[config.mk]
export PLATFORM = sky130hd
export DESIGN_NAME = timer_subsys_top
export DESIGN_NICKNAME = d
export VERILOG_FILES = /design/src/source/periph_pkg.sv /design/src/source/timer_req_decoder.sv /design/src/source/timer_resp_merge.sv /design/src/source/timer_subsys_top.sv /design/src/source/timer_unit.sv
export SDC_FILE = /design/constraint.sdc
export NUM_CORES = 2
export LEC_CHECK = 0
export BUFFER_PORTS_ARGS = -buffer_cell sky130_fd_sc_hd__clkbuf_2
export CORE_ASPECT_RATIO = 0.75
export CORE_MARGIN = 2
export CORE_UTILIZATION = 30
export CTS_BUF_LIST = sky130_fd_sc_hd__clkbuf_8
export CTS_CLUSTER_DIAMETER = 50
export CTS_CLUSTER_SIZE = 20
export DETAILED_ROUTE_END_ITERATION = 6
export PLACE_DENSITY_LB_ADDON = 0.12
export SLEW_MARGIN = 5
export SYNTH_ARGS = -nofsm -noshare
export SYNTH_HDL_FRONTEND = slang
export SYNTH_SLANG_ARGS = --single-unit
[constraint.sdc]
create_clock -name clock -period 6.51 [get_ports clock]
set_input_delay 1.6275 -clock clock [delete_from_list [all_inputs] [get_ports clock]]
set_output_delay 1.6275 -clock clock [all_outputs]
set_load 0.05 [all_outputs]
[src/source/periph_pkg.sv]
package periph_pkg;

  // subsystem sizing
  localparam int unsigned NUM_TIMERS    = 4;
  localparam int unsigned IDX_W         = 3;
  localparam int unsigned HOST_CREDITS  = 2;
  localparam int unsigned TIMER_CREDITS = 2;

  // address layout of high bits, timer index and register offset
  localparam int unsigned ADDR_W  = 8;
  localparam int unsigned OFF_W   = 2;
  localparam int unsigned IDX_LSB = OFF_W;
  localparam int unsigned HI_LSB  = IDX_LSB + IDX_W;

  // merger sources are the timers plus the decoder error path
  localparam int unsigned NUM_SRC = NUM_TIMERS + 1;
  localparam int unsigned SRC_W   = $clog2(NUM_SRC);

  // host buffer, response queue and credit counter widths
  localparam int unsigned HBUF_PTR_W = $clog2(HOST_CREDITS);
  localparam int unsigned HBUF_CNT_W = $clog2(HOST_CREDITS + 1);
  localparam int unsigned RQ_PTR_W   = $clog2(TIMER_CREDITS);
  localparam int unsigned RQ_CNT_W   = $clog2(TIMER_CREDITS + 1);
  localparam int unsigned CRED_W     = $clog2(TIMER_CREDITS + 1);

  typedef logic [ADDR_W-1:0]     addr_t;
  typedef logic [31:0]           data_t;
  typedef logic [IDX_W-1:0]      tmr_idx_t;
  typedef logic [OFF_W-1:0]      reg_off_t;
  typedef logic [SRC_W-1:0]      src_idx_t;
  typedef logic [HBUF_PTR_W-1:0] hbuf_ptr_t;
  typedef logic [HBUF_CNT_W-1:0] hbuf_cnt_t;
  typedef logic [RQ_PTR_W-1:0]   rq_ptr_t;
  typedef logic [RQ_CNT_W-1:0]   rq_cnt_t;
  typedef logic [CRED_W-1:0]     cred_t;

  // register offsets inside one timer
  localparam reg_off_t REG_CTRL    = 2'd0;
  localparam reg_off_t REG_COMPARE = 2'd1;
  localparam reg_off_t REG_COUNT   = 2'd2;
  localparam reg_off_t REG_STATUS  = 2'd3;

  typedef struct packed {
    logic  write;
    addr_t addr;
    data_t data;
  } tmr_req_t;

  typedef struct packed {
    data_t data;
    logic  err;
  } tmr_rsp_t;

  function automatic tmr_idx_t addr_idx(addr_t addr);
    return addr[IDX_LSB +: IDX_W];
  endfunction

  function automatic reg_off_t addr_off(addr_t addr);
    return addr[OFF_W-1:0];
  endfunction

  // upper address bits must be clear for a mapped access
  function automatic logic addr_hi_zero(addr_t addr);
    return (addr[ADDR_W-1:HI_LSB] == '0);
  endfunction

endpackage

[src/source/timer_req_decoder.sv]
`timescale 1ns/1ps

module timer_req_decoder import periph_pkg::*; (
  input  logic                  clock,
  input  logic                  rst_i,
  input  logic                  host_req_valid_i,
  input  tmr_req_t              host_req_i,
  output logic                  host_credit_o,
  output logic [NUM_TIMERS-1:0] req_valid_o,
  output tmr_req_t              req_o,
  input  logic [NUM_TIMERS-1:0] credit_ret_i,
  output logic                  err_valid_o,
  output tmr_rsp_t              err_rsp_o,
  input  logic                  err_pop_i
);

  // host request buffer
  tmr_req_t  buf_mem [HOST_CREDITS];
  hbuf_ptr_t wr_ptr;
  hbuf_ptr_t rd_ptr;
  hbuf_cnt_t buf_cnt;

  // credits held towards each timer
  cred_t     credit [NUM_TIMERS];

  tmr_req_t  head;
  logic      head_valid;
  tmr_idx_t  head_idx;
  logic      head_mapped;
  logic      err_free;
  logic      fwd;
  logic      err_take;
  logic      pop;

  assign head        = buf_mem[rd_ptr];
  assign head_valid  = (buf_cnt != '0);
  assign head_idx    = addr_idx(head.addr);
  assign head_mapped = addr_hi_zero(head.addr) && (32'(head_idx) < NUM_TIMERS);

  // forward only to the addressed timer, and only with credit left
  always_comb begin
    req_valid_o = '0;
    for (int k = 0; k < NUM_TIMERS; k++) begin
      if (head_valid && head_mapped && head_idx == tmr_idx_t'(k) && credit[k] != '0) begin
        req_valid_o[k] = 1'b1;
      end
    end
  end

  assign req_o = head;
  assign fwd   = |req_valid_o;

  // error slot frees up in the cycle the merger takes it
  assign err_free = !err_valid_o || err_pop_i;
  assign err_take = head_valid && !head_mapped && err_free;
  assign pop      = fwd || err_take;

  assign err_rsp_o = '{data: '0, err: 1'b1};

  always_ff @(posedge clock) begin
    if (rst_i) begin
      wr_ptr        <= '0;
      rd_ptr        <= '0;
      buf_cnt       <= '0;
      host_credit_o <= 1'b0;
    end else begin
      if (host_req_valid_i) begin
        wr_ptr <= (wr_ptr == hbuf_ptr_t'(HOST_CREDITS - 1)) ? '0 : wr_ptr + 1'b1;
      end
      if (pop) begin
        rd_ptr <= (rd_ptr == hbuf_ptr_t'(HOST_CREDITS - 1)) ? '0 : rd_ptr + 1'b1;
      end
      case ({host_req_valid_i, pop})
        2'b10:   buf_cnt <= buf_cnt + 1'b1;
        2'b01:   buf_cnt <= buf_cnt - 1'b1;
        default: buf_cnt <= buf_cnt;
      endcase
      // one credit back to the host per entry leaving the buffer
      host_credit_o <= pop;
    end
  end

  always_ff @(posedge clock) begin
    if (host_req_valid_i) begin
      buf_mem[wr_ptr] <= host_req_i;
    end
  end

  always_ff @(posedge clock) begin
    if (rst_i) begin
      err_valid_o <= 1'b0;
    end else if (err_take) begin
      err_valid_o <= 1'b1;
    end else if (err_pop_i) begin
      err_valid_o <= 1'b0;
    end
  end

  always_ff @(posedge clock) begin
    if (rst_i) begin
      for (int k = 0; k < NUM_TIMERS; k++) begin
        credit[k] <= cred_t'(TIMER_CREDITS);
      end
    end else begin
      for (int k = 0; k < NUM_TIMERS; k++) begin
        case ({req_valid_o[k], credit_ret_i[k]})
          2'b10:   credit[k] <= credit[k] - 1'b1;
          2'b01:   credit[k] <= credit[k] + 1'b1;
          default: credit[k] <= credit[k];
        endcase
      end
    end
  end

endmodule

[src/source/timer_resp_merge.sv]
`timescale 1ns/1ps

module timer_resp_merge import periph_pkg::*; (
  input  logic                            clock,
  input  logic                            rst_i,
  input  logic     [NUM_TIMERS-1:0]       rsp_valid_i,
  input  tmr_rsp_t [NUM_TIMERS-1:0]       rsp_i,
  output logic     [NUM_TIMERS-1:0]       rsp_pop_o,
  input  logic                            err_valid_i,
  input  tmr_rsp_t                        err_rsp_i,
  output logic                            err_pop_o,
  output logic                            host_rsp_valid_o,
  output tmr_rsp_t                        host_rsp_o
);

  // source NUM_TIMERS is the decoder error path
  logic     [NUM_SRC-1:0] src_valid;
  tmr_rsp_t [NUM_SRC-1:0] src_rsp;
  logic     [NUM_SRC-1:0] grant;
  src_idx_t               rr_q;
  src_idx_t               sel;
  logic                   found;

  assign src_valid = {err_valid_i, rsp_valid_i};
  assign src_rsp   = {err_rsp_i, rsp_i};

  // first valid source at or after the pointer wins
  always_comb begin
    int unsigned src;
    grant = '0;
    sel   = rr_q;
    found = 1'b0;
    src   = 0;
    for (int unsigned i = 0; i < NUM_SRC; i++) begin
      src = (rr_q + i) % NUM_SRC;
      if (!found && src_valid[src]) begin
        found      = 1'b1;
        sel        = src_idx_t'(src);
        grant[src] = 1'b1;
      end
    end
  end

  // the pop also returns the decoder credit
  assign rsp_pop_o = grant[NUM_TIMERS-1:0];
  assign err_pop_o = grant[NUM_TIMERS];

  always_ff @(posedge clock) begin
    if (rst_i) begin
      rr_q             <= '0;
      host_rsp_valid_o <= 1'b0;
    end else begin
      host_rsp_valid_o <= found;
      if (found) begin
        rr_q <= (sel == src_idx_t'(NUM_SRC - 1)) ? '0 : sel + 1'b1;
      end
    end
  end

  always_ff @(posedge clock) begin
    if (found) begin
      host_rsp_o <= src_rsp[sel];
    end
  end

endmodule

[src/source/timer_subsys_top.sv]
`timescale 1ns/1ps

module timer_subsys_top import periph_pkg::*; (
  input  logic                  clock,
  input  logic                  rst_i,
  input  logic                  host_req_valid_i,
  input  tmr_req_t              host_req_i,
  output logic                  host_credit_o,
  output logic                  host_rsp_valid_o,
  output tmr_rsp_t              host_rsp_o,
  output logic [NUM_TIMERS-1:0] irq_o
);

  logic     [NUM_TIMERS-1:0] req_valid;
  tmr_req_t                  req;
  logic     [NUM_TIMERS-1:0] rsp_valid;
  tmr_rsp_t [NUM_TIMERS-1:0] rsp;
  logic     [NUM_TIMERS-1:0] rsp_pop;
  logic                      err_valid;
  tmr_rsp_t                  err_rsp;
  logic                      err_pop;

  timer_req_decoder u_decoder (
    .clock            (clock),
    .rst_i            (rst_i),
    .host_req_valid_i (host_req_valid_i),
    .host_req_i       (host_req_i),
    .host_credit_o    (host_credit_o),
    .req_valid_o      (req_valid),
    .req_o            (req),
    .credit_ret_i     (rsp_pop),
    .err_valid_o      (err_valid),
    .err_rsp_o        (err_rsp),
    .err_pop_i        (err_pop)
  );

  // all timers share the request bus, selected by req_valid
  for (genvar k = 0; k < NUM_TIMERS; k++) begin : g_timer
    timer_unit u_timer (
      .clock       (clock),
      .rst_i       (rst_i),
      .req_valid_i (req_valid[k]),
      .req_i       (req),
      .rsp_valid_o (rsp_valid[k]),
      .rsp_o       (rsp[k]),
      .rsp_pop_i   (rsp_pop[k]),
      .irq_o       (irq_o[k])
    );
  end

  timer_resp_merge u_merge (
    .clock            (clock),
    .rst_i            (rst_i),
    .rsp_valid_i      (rsp_valid),
    .rsp_i            (rsp),
    .rsp_pop_o        (rsp_pop),
    .err_valid_i      (err_valid),
    .err_rsp_i        (err_rsp),
    .err_pop_o        (err_pop),
    .host_rsp_valid_o (host_rsp_valid_o),
    .host_rsp_o       (host_rsp_o)
  );

endmodule

[src/source/timer_unit.sv]
`timescale 1ns/1ps

module timer_unit import periph_pkg::*; (
  input  logic     clock,
  input  logic     rst_i,
  input  logic     req_valid_i,
  input  tmr_req_t req_i,
  output logic     rsp_valid_o,
  output tmr_rsp_t rsp_o,
  input  logic     rsp_pop_i,
  output logic     irq_o
);

  // timer registers
  data_t    ctrl_q;
  data_t    cmp_q;
  data_t    count_q;
  logic     status_q;

  reg_off_t off;
  logic     wr_en;
  logic     enabled;
  data_t    rd_data;
  tmr_rsp_t push_rsp;

  // response queue sized by the decoder credits
  tmr_rsp_t rq_mem [TIMER_CREDITS];
  rq_ptr_t  rq_wr;
  rq_ptr_t  rq_rd;
  rq_cnt_t  rq_cnt;

  assign off     = addr_off(req_i.addr);
  assign wr_en   = req_valid_i && req_i.write;
  assign enabled = ctrl_q[0];

  always_comb begin
    case (off)
      REG_CTRL:    rd_data = ctrl_q;
      REG_COMPARE: rd_data = cmp_q;
      REG_COUNT:   rd_data = count_q;
      REG_STATUS:  rd_data = {31'b0, status_q};
      default:     rd_data = '0;
    endcase
  end

  // writes answer with zero data
  always_comb begin
    push_rsp.data = req_i.write ? '0 : rd_data;
    push_rsp.err  = 1'b0;
  end

  always_ff @(posedge clock) begin
    if (rst_i) begin
      ctrl_q   <= '0;
      cmp_q    <= '0;
      count_q  <= '0;
      status_q <= 1'b0;
    end else begin
      if (wr_en && off == REG_CTRL) begin
        ctrl_q <= req_i.data;
      end
      if (wr_en && off == REG_COMPARE) begin
        cmp_q <= req_i.data;
      end

      // a count write overrides the increment
      if (wr_en && off == REG_COUNT) begin
        count_q <= req_i.data;
      end else if (enabled) begin
        count_q <= count_q + 1'b1;
      end

      // write-one-to-clear wins over a set in the same cycle
      if (wr_en && off == REG_STATUS && req_i.data[0]) begin
        status_q <= 1'b0;
      end else if (enabled && count_q >= cmp_q) begin
        status_q <= 1'b1;
      end
    end
  end

  assign irq_o = status_q;

  always_ff @(posedge clock) begin
    if (rst_i) begin
      rq_wr  <= '0;
      rq_rd  <= '0;
      rq_cnt <= '0;
    end else begin
      if (req_valid_i) begin
        rq_wr <= (rq_wr == rq_ptr_t'(TIMER_CREDITS - 1)) ? '0 : rq_wr + 1'b1;
      end
      if (rsp_pop_i) begin
        rq_rd <= (rq_rd == rq_ptr_t'(TIMER_CREDITS - 1)) ? '0 : rq_rd + 1'b1;
      end
      case ({req_valid_i, rsp_pop_i})
        2'b10:   rq_cnt <= rq_cnt + 1'b1;
        2'b01:   rq_cnt <= rq_cnt - 1'b1;
        default: rq_cnt <= rq_cnt;
      endcase
    end
  end

  always_ff @(posedge clock) begin
    if (req_valid_i) begin
      rq_mem[rq_wr] <= push_rsp;
    end
  end

  // head of queue goes straight to the merger
  assign rsp_valid_o = (rq_cnt != '0);
  assign rsp_o       = rq_mem[rq_rd];

endmodule
---- After elaboration in Yosys (flattened, before gate mapping) ----
Memory sizes are Yosys's and may differ from the RTL's. A register that Yosys moved wholly into a read port is not among the register bits.
Cells that the tools add are included.
storage, ports and cells
  memory bits (writable) .................. 346
  register bits ........................... 447
  memories kept ........................... 6
  logic and storage cells ................. 367
cells by class
  $add $sub $neg .......................... 37
  divide/modulo/power cells ............... 5
  magnitude comparators ................... 16
  bitwise gates (word level) .............. 16
  equal/unequal tests ..................... 17
  reduce and logical (&&, ||, !) cells .... 88
  mux-type cells .......................... 145
memories
  memory                     depth  width  read ports  clocked after memory_dff  write ports  line                     source
  u_decoder.buf_mem          2      41     1           1                         1            timer_req_decoder.sv:18  tmr_req_t buf_mem [HOST_CREDITS];
  g_timer[0].u_timer.rq_mem  2      32     1           1                         1            timer_unit.sv:27         tmr_rsp_t rq_mem [TIMER_CREDITS];
  g_timer[1].u_timer.rq_mem  2      32     1           1                         1            timer_unit.sv:27
  g_timer[2].u_timer.rq_mem  2      32     1           1                         1            timer_unit.sv:27
  g_timer[3].u_timer.rq_mem  2      32     1           1                         1            timer_unit.sv:27
  u_decoder.credit           4      2      4           0                         4            timer_req_decoder.sv:24  cred_t credit [NUM_TIMERS];
operators with widths
  operator               number
  $pmux 32 s4            4
  $mux 32                12
  $ge 32x1->1 const B    5
  $lt 32x4->1 const B    5
  $add 32x1->32 const B  4
  $ge 32x32->1           4
  $mod 32x3->32 const B  4
  $bmux 33 s3            1
  $mux 1                 89
  $logic_and 1x1->1      49
  $reduce_bool 2->1      19
  $mux 33                1
  $mod 3x3->32 const B   1
  $mux 5                 5
  $mux 2                 12
  $or 5x5->5             4
  $pmux 2 s2             5
  $add 2x1->2 const B    9
  $mux 3                 6
  $sub 2x1->2 const B    9
  $reduce_or 2->1        8
  $bmux 1 s3             5
  $demux 1 s3            5
  $eq 2x2->1 const B     7
  other kinds (17)       51

---- Longest topological paths before layout ----
  word-level depth ........................ 23
  mapped depth ............................ 26
  mapped depth without buffers ............ 23

---- Modules after synthesis ----
From an unflattened synthesis, not the netlist that was laid out.
second synthesis, totals
  cells, all modules ...................... 4315
  area, all modules ....................... 41320.9 sq um
modules (own cells, without submodules)
  module                               cells each  sequential area each (sq um)  area each (sq um)  times used
  timer_unit (g_timer[0].u_timer ...)  875         3963.8                        8035.2             2
  timer_unit (g_timer[1].u_timer)      866         3963.8                        8117.8             1
  timer_unit (g_timer[3].u_timer)      875         3963.8                        8087.8             1
  timer_resp_merge                     549         1071.0                        4812.1             1
  timer_req_decoder                    275         2842.7                        4232.8             1

---- Least setup slack after synthesis ----
No wires, ideal clock.
  path kind ............................... reg2reg
  start point ............................. reg u_merge.rr_q[0]
  end point ............................... reg g_timer[2].u_timer.rq_cnt[1]
  path slack .............................. 1182 ps
  arrival time ............................ 5258 ps
  path buffers ............................ 3
  cell stages (with the launch flop) ...... 26
  library setup time ...................... 70 ps
  path through ............................ dfxtp_1 > buf_2 > inv_2 > buf_1 > ha_1 > inv_1 > ha_1 > buf_2 > inv_1 > ha_1 > inv_1 > ha_1 > nand2b_1 > a21oi_1 > o221ai_2 > xor2_2 > a2111o_1 > a21oi_1 > or2_2 > nor4_4 > a311oi_2 > inv_1 > ha_1 > xnor2_1 > or3_1 > a21oi_1
between the ends
  longest elaborated chain between the ends .. 18
  elaborated cells on any way between the ends .. 69
  classes of those cells .................. add/sub: 4; div: 5; order compare: 10; eq/ne: 2; mux: 30; bitwise: 4; reduce/logical: 14
ends and longest elaborated chain
  what                                                    line                    source
  start: declaration                                      timer_resp_merge.sv:20  src_idx_t rr_q;
  start signal: assignment                                timer_resp_merge.sv:55  rr_q <= (sel == src_idx_t'(NUM_SRC - 1)) ? '0 : sel + 1'b1;
  branches (longest 15 deep; another with $mod 32x3->32)  n/a
  $mux 5 *                                                timer_resp_merge.sv:36  if (!found && src_valid[src]) begin
  via g_timer[2].u_timer.rsp_pop_i                        timer_unit.sv:10        input logic rsp_pop_i,
  $eq 2x1->1 or $eq 2x2->1 (tied branches)                timer_unit.sv:96        case ({req_valid_i, rsp_pop_i})
  $pmux 2 s2 or $reduce_bool 2->1 (tied branches)         n/a
  end signal: assignment                                  timer_unit.sv:97        2'b10: rq_cnt <= rq_cnt + 1'b1;
  end signal: assignment                                  timer_unit.sv:98        2'b01: rq_cnt <= rq_cnt - 1'b1;
  end signal: assignment                                  timer_unit.sv:99        default: rq_cnt <= rq_cnt;
  end: declaration                                        timer_unit.sv:30        rq_cnt_t rq_cnt;
Mark *: on every way through the listed nets, which the timed path passes. The select of a mux whose other input is x is not followed.
A chain may end at the register's enable or synchronous reset.

---- Final worst setup path ----
  start point ............................. reg u_merge.rr_q[1]
  end point ............................... reg u_decoder.buf_cnt[1]
between the ends
  longest elaborated chain between the ends .. 21
  elaborated cells on any way between the ends .. 72
  classes of those cells .................. add/sub: 4; div: 5; order compare: 10; eq/ne: 2; mux: 30; bitwise: 4; reduce/logical: 17
ends and longest elaborated chain
  what                                                    line                     source
  branches (longest 15 deep; another with $mod 32x3->32)  n/a
  $mux 5 *                                                timer_resp_merge.sv:36
  $logic_or 1x1->1 *                                      timer_req_decoder.sv:54  assign err_free = !err_valid_o || err_pop_i;
  $logic_and 1x1->1 *                                     timer_req_decoder.sv:55  assign err_take = head_valid && !head_mapped && err_free;
  $logic_or 1x1->1 *                                      timer_req_decoder.sv:56  assign pop = fwd || err_take;
  via u_decoder.pop                                       timer_req_decoder.sv:33  logic pop;
  $eq 2x1->1 or $eq 2x2->1 (tied branches)                timer_req_decoder.sv:73  case ({host_req_valid_i, pop})
  $pmux 2 s2 or $reduce_bool 2->1 (tied branches)         n/a
  end signal: assignment                                  timer_req_decoder.sv:74  2'b10: buf_cnt <= buf_cnt + 1'b1;
  end signal: assignment                                  timer_req_decoder.sv:75  2'b01: buf_cnt <= buf_cnt - 1'b1;
  end signal: assignment                                  timer_req_decoder.sv:76  default: buf_cnt <= buf_cnt;
  end: declaration                                        timer_req_decoder.sv:21  hbuf_cnt_t buf_cnt;
Marked as above.

==> flow_metrics.tcl <==
set metrics [dict create \
    outcome "complete, no violations" \
    ctsHoldBuffers 0 \
    drc 0 \
    grt_max_degree 166 \
    drt_iter0_drc 2728 \
    dieArea_um2 135000 \
    start_util_pct 30.2 \
    cts_tree "done" \
    p_leak_nw 15.1 \
    die_h_um 319 \
    syn_to_final_growth_pct 12.0 \
    fin_crit_ns 5.92 \
    globalRouteMet3Util_pct 4.01 \
    synth.area.top_cells "edfxtp_1, dfxtp_1, nor2_1" \
    setup_viol_count_final 0 \
    cts_made_buffers 106 \
    synth-main-ff-cell "dfxtp_1" \
    hold_viol 0 \
    die_w_um 424 \
    setup_tns_ns 0 \
    mostFrequentLayoutCell "nor2_1" \
    relSlewSlack_pct 20.8 \
    clkLatencyLatePin_ns 0.84 \
    vias 30100 \
    cts_resized 0 \
    core_area_um2 131000 \
    critPathKind "flip-flop to flip-flop" \
    yosys_warnings 0 \
    rows 115 \
    hp-class "flip-flop to flip-flop" \
    pre_cts_ws_ns 0.676 \
    finalInstanceArea_um2 44500 \
    drive_above_1_share_pct 10.4 \
    root_buffer "clkbuf_8" \
    tightest_slew_ns 1.18 \
    port-buffer-count 82 \
    drt_wl_total_um 135000 \
    finalCritPeriodShare_pct 91.0 \
    clock-sinks 798 \
    grt_pass1_vias 28400 \
    dpl_cell_area_um2 42100 \
    async_reset_ff_share_pct 0 \
    path_clk_slew_ns 0.08 \
    num-fill-cells 13700 \
    yosysUniqueCellTypes 90 \
    rsz0062_at_grt "no" \
    vias_per_cell 5.00 \
    cts_setup_buffers 0 \
    synth_area_um2 39700 \
    cp.required_ns 7.26 \
    mostFrequentLayoutCells "nor2_1, a21oi_1, dfxtp_1" \
    syn_inst 4195 \
    use_met1_pct 31.9 \
    powerDensity_nw_per_um2 423 \
    nNetsFinal 4390 \
    synth-seq-area-share_pct 49.8 \
    critPathArrivalTime_ns 6.68 \
    cts_max_level 3 \
    place.gp.congestion 0.866 \
    met2_usage_pct 26.3 \
    syn_nets 4409 \
    yosysTopAreaCellShare_pct 28.7 \
    io_pins 83 \
    avgSynthCellArea_um2 9.46 \
    detail-route-antenna-nets 0 \
    top_usage_layer "met1" \
    ys_ff_latch 798 \
    dp_hpwl_um 91300 \
    antenna_found_initial 5 \
    grt_pass1_wl_um 199000 \
    finClkSkew_ns 0.0613 \
    final.setup.worst_slack_ns 0.585 \
    drtPass1Iterations 6 \
    maxCapViolations 0 \
    peakVddDrop_uv 1100 \
    whs_ns 0.489 \
    fmaxAchievable_mhz 169 \
    grtUsageTotal_pct 19.7 \
    critPathLaunchType "flip-flop" \
    wl_per_cell_um 22.4 \
    synth_edf_count 379 \
    crit_fanout 14 \
    grt.overflow.total 0 \
    finalMaxSlewViolations 0 \
    end_kind "flip-flop" \
    clockBufferDepth 3 \
    finish.utilization_pct 33.9 \
    synth_area_leader_cell "edfxtp_1" \
]
-- final cells by class --
type	instances	area (um^2)	share of cell area [%]
Clock inverter	87	846	1.90
Multi-Input combinational cell	2933	18400	41.3
Inverter	172	646	1.45
Tap cell	1755	2200	4.94
Clock buffer	111	1530	3.44
Antenna cell	3	7.51	0.0169
Timing Repair Buffer	165	1110	2.49
Sequential cell	798	19800	44.5
-- registers in the layout, indices dropped and copies added (netlist names), 8 cells and up, named ones only --
register                 flops
g_timer.u_timer.rq_mem     256
g_timer.u_timer.cmp_q      128
g_timer.u_timer.count_q    128
g_timer.u_timer.ctrl_q     128
u_decoder.buf_mem           82
u_merge.host_rsp_o          33
g_timer.u_timer.rq_cnt       8
u_decoder.credit             8
-- metal layers --
metal	share of wire, %	routed length (um)
met5	0	0
met4	1.8	2460
met3	6.4	8630
met2	39	52100
met1	53	71700
-- critical path: stages, from the launching register on --
cell and delay (ns):
dfxtp_1 0.33, clkinv_1 0.36, ha_1 0.75, inv_2 0.23
ha_1 0.31, nor3_1 0.46, nor2_1 0.13, xnor2_1 0.37
xor2_2 0.20, a2111o_1 0.45, a21oi_1 0.37, or2_2 0.25
o21ai_0 0.10, a21oi_1 0.56, o31ai_4 0.14, ha_1 0.35
or3_1 0.38, a21oi_1 0.14
-- metrics by stage --
step	instances	total power [W]
2_1_floorplan	4195	0.0124
3_3_place_gp	5823	0.0146
5_1_grt	6022	0.0199
6_report	6024	0.0188
4_1_cts	6021	0.0191
3_5_place_dp	5823	0.0147
-- synth_stat cells, types with 8 or more instances --
cell type  number
a211oi_1      268
a22o_1         32
buf_1          16
or3_1          13
nand4_1        41
nor2b_1        30
o22ai_1         8
nand3_1        60
a21oi_1       439
a31oi_1        12
nor3_1         43
mux2i_1       237
buf_4          11
xnor2_1       112
o211ai_1        8
inv_1         165
and3_1         30
buf_2          13
and2_1         19
nand2_1       364
nor2_1        751
mux2_2          8
xor2_1         43
ha_1          170
dfxtp_1       419
clkbuf_1      249
a21o_1         43
o21ai_0        56
nand2b_1       21
edfxtp_1      379
-- cell families after synthesis --
family / synth area share (%)
buffers and inverters: 4.57
muxes: 6.60
xor gates and xnor gates: 3.50
and+or+nand+nor: 15.1
AOI/OAI and AO/OA: 15.1
adders and majority gates: 5.36
DFF: 49.8
-- final timing paths --
check                           slack (ns)  cells after the start                          from                           end
worst min-delay path                  0.49                      2  g_timer[0].u_timer.rq_cnt[1]  g_timer[0].u_timer.rq_cnt[1]
worst max register to register        0.59                     17               u_merge.rr_q[1]          u_decoder.buf_cnt[1]
worst max-delay path                  0.59                     17               u_merge.rr_q[1]          u_decoder.buf_cnt[1]
worst min register to register        0.49                      2  g_timer[0].u_timer.rq_cnt[1]  g_timer[0].u_timer.rq_cnt[1]
-- report_power, final --
part / internal (W) / switching [W]
combinational: 0.00300 / 0.00538
clock: 0.00208 / 0.00226
sequential: 0.00592 / 0.000186
No activity file was read; power rests on OpenSTA's default activity.
